## config.mk

```make
export PLATFORM = sky130hd
export DESIGN_NAME = vrc6_mapper
export DESIGN_NICKNAME = d
export VERILOG_FILES = /design/src/hw/vrc6_pkg.sv /design/src/hw/vrc6_mapper.sv /design/src/hw/vrc6_saw.sv /design/src/hw/vrc6_pulse.sv /design/src/hw/vrc_irq.sv /design/src/hw/vrc6_bank_regs.sv
export SDC_FILE = /design/constraint.sdc
export NUM_CORES = 1
export LEC_CHECK = 0
export ABC_AREA = 1
export BUFFER_PORTS_ARGS = -buffer_cell sky130_fd_sc_hd__clkbuf_2
export CORE_MARGIN = 1
export CORE_UTILIZATION = 50
export CTS_BUF_LIST = sky130_fd_sc_hd__clkbuf_4 sky130_fd_sc_hd__clkbuf_8
export DETAILED_ROUTE_END_ITERATION = 10
export PLACE_DENSITY = 0.72
export SYNTH_ARGS = -nofsm -noshare
export SYNTH_HDL_FRONTEND = slang
export SYNTH_SLANG_ARGS = --single-unit
```

## constraint.sdc

```tcl
create_clock -name clk -period 6.2 [get_ports clk]
set_clock_uncertainty 0.15 [all_clocks]
set_input_delay 1.24 -clock clk [delete_from_list [all_inputs] [get_ports clk]]
set_output_delay 1.24 -clock clk [all_outputs]
set_load 0.005 [all_outputs]
```

## src/hw/vrc6_pkg.sv

```systemverilog
// ===================================================================
// VRC6 mapper types and constants
// ===================================================================

package vrc6_pkg;

	// Bus and memory widths
	typedef logic [15:0] cpu_addr_t;
	typedef logic [13:0] ppu_addr_t;
	typedef logic [7:0]  byte_t;
	typedef logic [21:0] mem_addr_t;   // Cartridge ROM/RAM space
	typedef logic [15:0] audio_t;

	// Expansion sound channel levels
	typedef logic [3:0]  sq_level_t;   // 0..15
	typedef logic [4:0]  saw_level_t;  // 0..31

	// CPU side access, sampled on ce
	typedef struct packed {
		cpu_addr_t addr;
		byte_t     data;
		logic      write;
	} cpu_bus_t;

	// Translated memory access
	typedef struct packed {
		mem_addr_t addr;
		logic      allow;  // Memory may answer this access
	} mem_port_t;

	// Upper address bits of the 8 KB work RAM
	localparam logic [8:0] PRG_RAM_BASE = 9'h1E0;

	// CHR region tag on the top address bits
	localparam logic [2:0] CHR_ROM_BASE = 3'b100;

	// Scanline prescaler reloads, 113/113/112 averages 113.67 CPU clocks
	localparam logic [6:0] PRESCALE_LONG  = 7'd113;
	localparam logic [6:0] PRESCALE_SHORT = 7'd112;

	// IRQ counter value that reloads from the latch
	localparam logic [7:0] IRQ_RELOAD_AT = 8'd255;

	// Sound register pages, address bits 15..12
	localparam logic [3:0] PULSE1_PAGE = 4'h9;
	localparam logic [3:0] PULSE2_PAGE = 4'hA;
	localparam logic [3:0] SAW_PAGE    = 4'hB;

endpackage
```

## src/hw/vrc6_mapper.sv

```systemverilog
// ===================================================================
// VRC6 mapper top level
// ===================================================================

module vrc6_mapper (
	input  logic                clk,
	input  logic                arst_n,
	input  logic                ce,
	input  vrc6_pkg::cpu_bus_t  cpu,
	input  vrc6_pkg::ppu_addr_t chr_addr,
	input  vrc6_pkg::audio_t    audio_in,
	output vrc6_pkg::mem_port_t prg,
	output vrc6_pkg::mem_addr_t chr_mem_addr,
	output logic                vram_a10,
	output logic                vram_ce,
	output logic                irq,
	output vrc6_pkg::audio_t    audio_out
);
	import vrc6_pkg::*;

	logic        irq_page;
	sq_level_t   sq1_level;
	sq_level_t   sq2_level;
	saw_level_t  saw_level;
	logic [5:0]  exp_level;
	audio_t      exp_audio;
	logic [16:0] mixed;

	assign irq_page = (cpu.addr[15:12] == 4'hF);

	vrc6_bank_regs u_bank_regs (
		.clk          (clk),
		.arst_n       (arst_n),
		.ce           (ce),
		.cpu          (cpu),
		.chr_addr     (chr_addr),
		.prg          (prg),
		.chr_mem_addr (chr_mem_addr),
		.vram_a10     (vram_a10),
		.vram_ce      (vram_ce)
	);

	vrc_irq u_irq (
		.clk       (clk),
		.arst_n    (arst_n),
		.ce        (ce),
		.write     (cpu.write),
		.latch_sel (irq_page && cpu.addr[1:0] == 2'd0),  // F000
		.ctrl_sel  (irq_page && cpu.addr[1:0] == 2'd1),  // F001
		.ack_sel   (irq_page && cpu.addr[1:0] == 2'd2),  // F002
		.data      (cpu.data),
		.irq       (irq)
	);

	vrc6_pulse #(.PAGE(PULSE1_PAGE)) u_pulse1 (
		.clk    (clk),
		.arst_n (arst_n),
		.ce     (ce),
		.cpu    (cpu),
		.level  (sq1_level)
	);

	vrc6_pulse #(.PAGE(PULSE2_PAGE)) u_pulse2 (
		.clk    (clk),
		.arst_n (arst_n),
		.ce     (ce),
		.cpu    (cpu),
		.level  (sq2_level)
	);

	vrc6_saw u_saw (
		.clk    (clk),
		.arst_n (arst_n),
		.ce     (ce),
		.cpu    (cpu),
		.level  (saw_level)
	);

	// Channels sum before the linear gain stage
	assign exp_level = {2'b00, sq1_level} + {2'b00, sq2_level} + {1'b0, saw_level};
	assign exp_audio = {exp_level, exp_level, exp_level[5:2]};

	// Expansion scaled to about 5/8 to sit at console level
	assign mixed     = {1'b0, audio_in} + {2'b00, exp_audio[15:1]} + {4'b0000, exp_audio[15:3]};
	assign audio_out = mixed[16:1];

endmodule

```

## src/hw/vrc6_saw.sv

```systemverilog
// ===================================================================
// VRC6 sawtooth channel
// ===================================================================

module vrc6_saw (
	input  logic                 clk,
	input  logic                 arst_n,
	input  logic                 ce,
	input  vrc6_pkg::cpu_bus_t   cpu,
	output vrc6_pkg::saw_level_t level
);
	import vrc6_pkg::*;

	logic [5:0]  rate;
	logic [11:0] freq;
	logic        enable;
	logic [12:0] divider;
	logic [2:0]  step;
	byte_t       acc;
	logic        reg_sel;

	assign reg_sel = cpu.write && (cpu.addr[15:12] == SAW_PAGE) && (cpu.addr[11:2] == '0);

	always_ff @(posedge clk or negedge arst_n) begin
		if (!arst_n) begin
			rate    <= '0;
			freq    <= '0;
			enable  <= 1'b0;
			divider <= '0;
			step    <= '0;
			acc     <= '0;
		end else if (ce) begin
			if (reg_sel) begin
				case (cpu.addr[1:0])
					2'd0: rate <= cpu.data[5:0];
					2'd1: freq[7:0] <= cpu.data;
					2'd2: begin
						enable     <= cpu.data[7];
						freq[11:8] <= cpu.data[3:0];
					end
					default: ;
				endcase
			end
			if (enable) begin
				if (divider != '0) begin
					divider <= divider - 13'd1;
				end else begin
					divider <= {freq, 1'b1};  // Two CPU clocks per step
					if (step == 3'd6) begin
						step <= '0;
						acc  <= '0;       // Ramp restarts
					end else begin
						step <= step + 3'd1;
						acc  <= acc + {2'b00, rate};
					end
				end
			end
		end
	end

	assign level = enable ? acc[7:3] : '0;

endmodule

```

## src/hw/vrc6_pulse.sv

```systemverilog
// ===================================================================
// VRC6 pulse channel
// ===================================================================

module vrc6_pulse #(
	parameter logic [3:0] PAGE = vrc6_pkg::PULSE1_PAGE
) (
	input  logic                clk,
	input  logic                arst_n,
	input  logic                ce,
	input  vrc6_pkg::cpu_bus_t  cpu,
	output vrc6_pkg::sq_level_t level
);
	import vrc6_pkg::*;

	logic        mode;     // Constant volume when set
	logic [2:0]  duty;
	sq_level_t   volume;
	logic [11:0] freq;
	logic        enable;
	logic [11:0] divider;
	logic [3:0]  step;
	logic        reg_sel;

	// Offsets 0..2 of this channel's page
	assign reg_sel = cpu.write && (cpu.addr[15:12] == PAGE) && (cpu.addr[11:2] == '0);

	always_ff @(posedge clk or negedge arst_n) begin
		if (!arst_n) begin
			{mode, duty, volume} <= '0;
			freq    <= '0;
			enable  <= 1'b0;
			divider <= '0;
			step    <= '0;
		end else if (ce) begin
			if (reg_sel) begin
				case (cpu.addr[1:0])
					2'd0: {mode, duty, volume} <= cpu.data;
					2'd1: freq[7:0] <= cpu.data;
					2'd2: begin
						enable     <= cpu.data[7];
						freq[11:8] <= cpu.data[3:0];
					end
					default: ;
				endcase
			end
			if (enable) begin
				if (divider != '0) begin
					divider <= divider - 12'd1;
				end else begin
					divider <= freq;
					step    <= step + 4'd1;  // 16-step duty cycle
				end
			end
		end
	end

	assign level = (enable && (mode || step <= {1'b0, duty})) ? volume : '0;

endmodule

```

## src/hw/vrc_irq.sv

```systemverilog
// ===================================================================
// VRC scanline/cycle IRQ counter
// ===================================================================

module vrc_irq (
	input  logic            clk,
	input  logic            arst_n,
	input  logic            ce,
	input  logic            write,
	input  logic            latch_sel,
	input  logic            ctrl_sel,
	input  logic            ack_sel,
	input  vrc6_pkg::byte_t data,
	output logic            irq
);
	import vrc6_pkg::*;

	byte_t      latch;
	byte_t      count;
	logic [6:0] prescale;
	logic [1:0] line;        // Position in the 113/113/112 sequence
	logic       mode;        // Cycle mode when set
	logic       ack_enable;
	logic       enable;
	logic       timeout;
	logic       wr;
	logic       reload;
	logic       tick;
	logic       wrap;

	assign wr     = ce && write;
	assign reload = wr && ctrl_sel && data[1];
	assign tick   = mode || (prescale == '0);
	assign wrap   = tick && (count == IRQ_RELOAD_AT);

	always_ff @(posedge clk or negedge arst_n) begin
		if (!arst_n) begin
			latch      <= '0;
			mode       <= 1'b0;
			ack_enable <= 1'b0;
		end else if (wr) begin
			if (latch_sel) begin
				latch <= data;  // F000
			end
			if (ctrl_sel) begin
				mode       <= data[2];  // F001
				ack_enable <= data[0];
			end
		end
	end

	// Prescaler and counter
	always_ff @(posedge clk or negedge arst_n) begin
		if (!arst_n) begin
			count    <= '0;
			prescale <= '0;
			line     <= '0;
		end else if (reload) begin
			count    <= latch;
			prescale <= PRESCALE_LONG;
			line     <= '0;
		end else if (ce && enable) begin
			if (prescale != '0) begin
				prescale <= prescale - 7'd1;
			end else begin
				prescale <= line[1] ? PRESCALE_SHORT : PRESCALE_LONG;
				line     <= line[1] ? 2'd0 : line + 2'd1;
			end
			if (tick) begin
				count <= (count == IRQ_RELOAD_AT) ? latch : count + 8'd1;
			end
		end
	end

	// Control and ack writes both clear the pending flag
	always_ff @(posedge clk or negedge arst_n) begin
		if (!arst_n) begin
			enable  <= 1'b0;
			timeout <= 1'b0;
		end else if (wr && ctrl_sel) begin
			enable  <= data[1];
			timeout <= 1'b0;
		end else if (wr && ack_sel) begin
			enable  <= ack_enable;  // F002
			timeout <= 1'b0;
		end else if (ce && enable && wrap) begin
			timeout <= 1'b1;
		end
	end

	assign irq = timeout && enable;

	// A new IRQ only follows a counter wrap
	a_irq_source: assert property (@(posedge clk) disable iff (!arst_n)
		$rose(irq) |-> $past(ce && enable && wrap));

endmodule

```

## src/hw/vrc6_bank_regs.sv

```systemverilog
// ===================================================================
// VRC6 bank registers and address mapping
// ===================================================================

module vrc6_bank_regs (
	input  logic                clk,
	input  logic                arst_n,
	input  logic                ce,
	input  vrc6_pkg::cpu_bus_t  cpu,
	input  vrc6_pkg::ppu_addr_t chr_addr,
	output vrc6_pkg::mem_port_t prg,
	output vrc6_pkg::mem_addr_t chr_mem_addr,
	output logic                vram_a10,
	output logic                vram_ce
);
	import vrc6_pkg::*;

	logic [4:0] prgbank8;      // 16 KB bank at 0x8000
	logic [5:0] prgbankC;      // 8 KB bank at 0xC000
	logic [1:0] mirror;
	byte_t      chr_bank [8];  // 1 KB CHR banks
	byte_t      chr_cur;
	logic [5:0] prg_bank;
	logic       prg_is_ram;
	logic       chr_a10;
	logic       reg_wr;

	assign reg_wr = ce && cpu.write;

	always_ff @(posedge clk or negedge arst_n) begin
		if (!arst_n) begin
			prgbank8 <= '0;
			prgbankC <= '0;
			mirror   <= '0;
			for (int i = 0; i < 8; i++) begin
				chr_bank[i] <= '0;
			end
		end else if (reg_wr) begin
			casez ({cpu.addr[15:12], cpu.addr[1:0]})
				6'b1000_??: prgbank8 <= cpu.data[4:0];                      // 800x
				6'b1100_??: prgbankC <= cpu.data[5:0];                      // C00x
				6'b1011_11: mirror <= cpu.data[3:2];                        // B003
				6'b1101_??: chr_bank[{1'b0, cpu.addr[1:0]}] <= cpu.data;    // D000-D003
				6'b1110_??: chr_bank[{1'b1, cpu.addr[1:0]}] <= cpu.data;    // E000-E003
				default: ;
			endcase
		end
	end

	// PRG bank select per 8 KB window
	always_comb begin
		casez (cpu.addr[15:13])
			3'b0??:  prg_bank = 6'd0;
			3'b10?:  prg_bank = {prgbank8, cpu.addr[13]};
			3'b110:  prg_bank = prgbankC;
			default: prg_bank = 6'h3F;  // Fixed last bank
		endcase
	end

	assign prg_is_ram = (cpu.addr[15:13] == 3'b011);  // 0x6000-0x7FFF

	assign prg.addr  = prg_is_ram ? {PRG_RAM_BASE, cpu.addr[12:0]}
	                              : {3'b000, prg_bank, cpu.addr[12:0]};
	assign prg.allow = (cpu.addr[15] && !cpu.write) || prg_is_ram;

	assign chr_cur = chr_bank[chr_addr[12:10]];

	// Pattern tables take A10 from the bank, nametables from mirroring
	always_comb begin
		if (!chr_addr[13]) begin
			chr_a10 = chr_cur[0];
		end else begin
			case (mirror)
				2'd0:    chr_a10 = chr_addr[10];  // Vertical
				2'd1:    chr_a10 = chr_addr[11];  // Horizontal
				2'd2:    chr_a10 = 1'b0;          // Single screen low
				default: chr_a10 = 1'b1;          // Single screen high
			endcase
		end
	end

	assign chr_mem_addr = {CHR_ROM_BASE, 1'b0, chr_cur[7:1], chr_a10, chr_addr[9:0]};
	assign vram_a10     = chr_a10;
	assign vram_ce      = chr_addr[13];

	// Mirroring only moves on a B003 write
	a_mirror_hold: assert property (@(posedge clk) disable iff (!arst_n)
		!(reg_wr && cpu.addr[15:12] == 4'hB && cpu.addr[1:0] == 2'd3) |=> $stable(mirror));

endmodule

```

==> Word level (Yosys, flattened, before mapping) <==
Cells that the tools add are included.
{ "op_classes": {"muxes": 39, "bitwise_logic": 7, "reduce_logical": 63, "eq_ne": 19, "magnitude_cmp": 7, "n_addsub": 14} }
{ "ops": {"columns": ["cell", "n"], "rows": [
  ["64-bit bitwise mux", 2],
  ["64-bit one-hot mux with 2 select lines", 1],
  ["8-bit 2-to-1 mux", 9],
  ["8-bit demux with 3-bit select", 2],
  ["3-bit AND reduction", 12],
  ["4-bit == test, second input constant", 8],
  ["8-bit binary-select mux with 3-bit select", 1],
  ["12-bit 2-to-1 mux", 2],
  ["12-bit nonzero test", 2],
  ["12-bit by 1-bit subtractor with 12-bit output, second input constant", 2],
  ["1-bit logical AND", 22],
  ["22-bit 2-to-1 mux", 1],
  ["2-bit AND reduction", 11],
  ["7-bit 2-to-1 mux", 3],
  ["6-bit one-hot mux with 3 select lines", 1],
  ["16-bit by 15-bit adder with 17-bit output", 1],
  ["17-bit by 13-bit adder with 17-bit output", 1],
  ["13-bit 2-to-1 mux", 1],
  ["13-bit nonzero test", 1],
  ["13-bit by 1-bit subtractor with 13-bit output, second input constant", 1],
  ["4-bit >= comparator, second input constant", 3],
  ["10-bit logical NOT", 1],
  ["4-bit by 1-bit adder with 4-bit output, second input constant", 2],
  ["8-bit by 1-bit adder with 8-bit output, second input constant", 1],
  ["other kinds (31)", 58]
]} }
{ "totals": {"inputBits": 58, "wordCells": 191, "out_inout_bits": 64, "ff_bits": 223} }

==> Logic depth before layout (Yosys ltp) <==
{ "logic_depth": {"ltp_word": 8, "depth_mapped": 29, "ltp_nobuf": 29} }

==> Hierarchy <==
Synthesis repeated with hierarchy kept, for this count alone.
{ "hier_totals": {"cells_unflattened": 1970, "hier_area_um2": 14311.2} }
{ "modules_own_cells": {"columns": ["module", "area_per_inst_um2", "cells_each", "instances", "seq_area_each_um2"], "rows": [
  ["vrc6_pulse", 2212.1, 300, 2, 925.9],
  ["vrc6_bank_regs", 4056.4, 548, 1, 1926.8],
  ["vrc6_saw", 2519.9, 349, 1, 1076.0],
  ["vrc_irq", 1705.4, 213, 1, 725.7],
  ["vrc6_mapper", 1605.3, 260, 1, 0.0]
]} }

==> Worst setup path before layout <==
No wires, ideal clock.
{ "synth_timing": {"kind": "register to output", "from": "register u_pulse1.step[1]", "to": "output port audio_out[14]", "setup_slack_ps": 264, "required_ps": 4810, "path_stages_with_launch": 24, "arrival_time_ps": 4546, "n_path_buf": 0, "path_cell_list": "dfrtp_1 > ha_1 > a21oi_1 > o21ai_0 > nand3b_1 > nand3_1 > fa_1 > inv_1 > ha_1 > a21oi_1 > o21ai_0 > xor2_1 > fa_1 > inv_1 > ha_1 > inv_1 > fa_1 > o21ai_0 > nand2_1 > nand2_1 > nand2_1 > nand2_1 > nand2_1 > nand2_1"} }
{ "synth_via": {"elab_chain_len": 8} }
{ "synth_rtl": {"columns": ["item", "line", "rtl"], "rows": [
  ["from (decl)", "vrc6_pulse.sv:22", "logic [3:0] step;"],
  ["from (signal assigned)", "vrc6_pulse.sv:52", "step <= step + 4'd1;"],
  ["4-bit by 3-bit <= comparator with 1-bit output (*)", "vrc6_pulse.sv:58", "assign level = (enable && (mode || step <= {1'b0, duty})) ? volume : '0;"],
  ["1-bit logical OR (*)", "vrc6_pulse.sv:58", null],
  ["1-bit logical AND (*)", "vrc6_pulse.sv:58", null],
  ["4-bit 2-to-1 mux (*)", "vrc6_pulse.sv:58", null],
  ["4-bit by 4-bit adder with 5-bit output (*)", "vrc6_mapper.sv:80", "assign exp_level = {2'b00, sq1_level} + {2'b00, sq2_level} + {1'b0, saw_level};"],
  ["5-bit by 5-bit adder with 6-bit output (*)", "vrc6_mapper.sv:80", null],
  ["16-bit by 15-bit adder with 17-bit output", "vrc6_mapper.sv:84", "assign mixed = {1'b0, audio_in} + {2'b00, exp_audio[15:1]} + {4'b0000, exp_audio[15:3]};"],
  ["17-bit by 13-bit adder with 17-bit output (*)", "vrc6_mapper.sv:84", null],
  ["to (decl)", "vrc6_mapper.sv:17", "output vrc6_pkg::audio_t audio_out"]
]} }
Mark *: on every way between the ends. The rest lies on a longest branch, timed or not.

==> Worst setup path in the final report <==
{ "layout_timing": {"from": "register u_pulse1.step[1]", "to": "output port audio_out[13]"} }
Same word-level chain as after synthesis.

==> impl_metrics.yaml <==
global_route:
  grt_pass1_wl_mm: 51.7
  antenna_found_initial: 0
  grt_usage_pct: 24.1
  grt_start_max_net_pins: 103
  grt_pass1_vias: 10900
  grt_overflow: 0
power:
  total_power_uw: 3350
  leakagePower_uw: 0.00772
  worst_ir_drop_vdd_mv: 0.195
  power.density_nw_per_um2: 225
synth:
  yosysSeqAreaShare_pct: 43.7
  synth_common_cells: "nand2_1 (483), dfrtp_1 (223), o21ai_0 (198)"
  synth_most_common_cell: "nand2_1"
  synth_edf_count: 0
  synth.avg_cell_area_um2: 7.64
  async_flop_share_pct: 100
  ys.flop_type: "dfrtp_1"
  synth_top_area_share_pct: 43.7
  ys_types: 44
  synth.area.top_cells: "dfrtp_1 (44%), nand2_1 (14%), o21ai_0 (7.8%), inv_1 (5.1%), ha_1 (4.2%)"
  synth-seq-cells: 223
  syn_inst: 1674
  yosys_warnings: 0
  synth_top_cell_by_area: "dfrtp_1"
  netlist_area_um2: 12800
die:
  ios: 122
  die-area_um2: 26200
  row_count: 58
  die_w_um: 162
  die_y_um: 162
  core_area_um2: 25100
  initial_core_util_pct: 50.9
detailed_routing:
  firstDrtPassIters: 5
  route.met3.wl_mm: 1.51
  routed.top_layer: "met4"
  post_drt_wl_per_cell_um: 14.6
  wl_met1_mm: 14.3
  drc: 0
  viasPerCell: 5.31
  drt_iter0_markers: 804
  via_count: 11300
  wl_met2_mm: 14.7
  ant_nets: 0
  wl_mm: 31.1
timing:
  slew_headroom_pct: 33.1
  rsz0062_at_grt: "true"
  tightest_slew_ns: 1.00
  slew_violations: 0
  period_needed_ns: 6.36
  finalSetupViolations: 9
  fin_tns_setup_ns: -0.967
  worst_slack_ns: -0.164
  hold_viol: 0
  finalCritPeriodShare_pct: 103
  fmax_ghz: 0.157
critical_path:
  max_stage_delay_ns: 0.51
  crit_arrival_ns: 4.97
  required_ns: 4.81
  slowest_stage: "fa_1"
  r2r-start: "u_saw.enable$_DFFE_PN0P_"
  crit_path_end_kind: "output pin"
  crit_type: "reg2out"
  cp_max_fo: 5
  start_kind: "flip-flop"
  rrSetupSlack_ns: 3.86
  reg2reg_depth: 6
  r2r_end: "u_saw.step[2]$_DFFE_PN0P_"
status:
  violations: "negative setup slack"
  status: "complete, but fails checks"
hold_path:
  hp-class: "reg2reg"
  whs_endpoint: "u_bank_regs.chr_bank[14]$_DFFE_PN0P_"
  hold_path_startpoint: "u_bank_regs.chr_bank[14]$_DFFE_PN0P_"
  hold_path_depth: 2
finish:
  multiInputGateArea_um2: 6600
  n_fill_cell: 2283
  final_nets: 1895
  drive_gt1_share_pct: 18.4
  ff_latch_area_um2: 5580
  diodes: 0
  areaGrowthSynthToFinish_pct: 16.7
place:
  dp_hpwl_mm: 20.3
  place.gp.congestion: 0.867
  portBuffers: 97
  place_ws_ns: 0.0754
clocking:
  clk_pin_slew_ns: 0.06
  cts_sinks: 223
  clock_latency_ns: 0.55
  cts_tree: "yes"
  root_buffer: "clkbuf_8"
  cts_buffer_depth: 3
  ctsHtreeMaxLevel: 2
  cts_made_buffers: 40
  hold_buffers: 0
job:
  drv_cap: 0
report_power, final:
part | switching, uW | total (uW) | leakage (uW) | internal (uW)
Sequential | 48.8 | 1590 | 0.00300 | 1540
Combinational | 214 | 336 | 0.00430 | 122
Clock | 608 | 1430 | 0.000422 | 824
flip-flops by register name, indices dropped and copies added, names as in the netlist, 2 cells and up:
signal / count
u_irq.prescale: 7
u_pulse2.volume: 4
u_pulse2.freq: 12
u_pulse1.divider: 12
u_pulse2.duty: 3
u_saw.step: 3
u_irq.line: 2
u_saw.divider: 13
u_bank_regs.chr_bank: 64
u_pulse2.divider: 12
u_pulse1.freq: 12
u_pulse1.duty: 3
u_pulse1.volume: 4
u_saw.rate: 6
u_bank_regs.prgbank8: 5
u_pulse1.step: 4
u_saw.acc: 8
u_bank_regs.mirror: 2
u_saw.freq: 12
u_bank_regs.prgbankC: 6
u_irq.latch: 8
u_irq.count: 8
u_pulse2.step: 4
metrics by stage:
step | area (um^2) | hold WS (ns) | utilization, % | cells
final | 14900 | 0.333 | 59.4 | 2127
after global routing | 14900 | 0.349 | 59.4 | 2127
after CTS | 14500 | 0.331 | 57.7 | 2106
after detailed placement | 13300 | 0.318 | 52.9 | 2026
after global placement | 13300 | 0.311 | 52.9 | 2026
after floorplan | 12800 | 0.296 | - | 1676
worst max-delay path by stage:
| stage | from | end | cells past startpoint |
|---|---|---|---|
| 6_report | u_pulse1.step[1]$_DFFE_PN0P_ | audio_out[13] | 27 |
| 5_1_grt | u_pulse1.step[1]$_DFFE_PN0P_ | audio_out[13] | 27 |
| 4_1_cts | u_pulse1.step[1]$_DFFE_PN0P_ | audio_out[14] | 25 |
| 3_5_place_dp | u_pulse2.step[1]$_DFFE_PN0P_ | audio_out[14] | 25 |
| 3_3_place_gp | u_pulse1.step[1]$_DFFE_PN0P_ | audio_out[14] | 25 |
| 2_1_floorplan | u_pulse1.step[1]$_DFFE_PN0P_ | audio_out[14] | 23 |
repair_timing:
item / CTS / global route
setup endpoints to repair: 12 / 14
gates resized for setup: 54 / 78
setup buffers: 18 / 21
pin swaps: 21 / 51
cells in the final DEF, fill, tap and decap left out, drive strengths merged, types with 3 or more instances in the layout:
| master | count |
|---|---|
| xnor2 | 6 |
| clkbuf | 146 |
| o21bai | 3 |
| nand4 | 19 |
| nor2 | 147 |
| buf | 50 |
| conb | 4 |
| nand3b | 8 |
| fa | 17 |
| or2 | 9 |
| a21oi | 37 |
| o31ai | 4 |
| inv | 176 |
| clkinv | 3 |
| o211ai | 6 |
| bufinv | 3 |
| ha | 43 |
| nand3 | 97 |
| xor2 | 19 |
| a31oi | 11 |
| nand2 | 490 |
| nor3 | 15 |
| o21ai | 246 |
| dfrtp | 223 |
kinds of logic (layout without fill, tap and decap cells):
kind of cell | count (synthesis) | in the layout | synth area share, %
other | 2 | 4 | 0.0587
AND/OR/NAND/NOR | 790 | 790 | 25.9
adder cells (fa/ha/maj) | 60 | 60 | 6.87
XOR/XNOR | 26 | 26 | 1.89
AO/OA/AOI/OAI | 315 | 315 | 12.9
buffers and inverters | 258 | 379 | 8.78
flip-flops | 223 | 223 | 43.7
worst max-delay path, delay by kind of cell (launching register included):
family	cells	cell delay, ns
flops	1	0.41
xor+xnor	1	0.10
simple gates	11	1.22
compound gates	3	0.35
fa+ha+maj	6	1.86
buf+inv	6	0.49
layout make-up:
| cell class | instances | area share (%) |
|---|---|---|
| Clock buffer | 54 | 4.48 |
| Clock inverter | 8 | 0.939 |
| Multi-Input combinational cell | 1195 | 44.3 |
| Inverter | 175 | 4.42 |
| Sequential cell | 223 | 37.4 |
| Tap cell | 330 | 2.77 |
| Timing Repair Buffer | 142 | 5.75 |
routing by layer:
metal,vias to the layer above,global-route usage (%)
met2,300,40.5
met3,61,3.40
li1,5587,-
met4,0,6.95
met5,-,0
met1,5352,32.4
(Power assumes the default switching activity.)
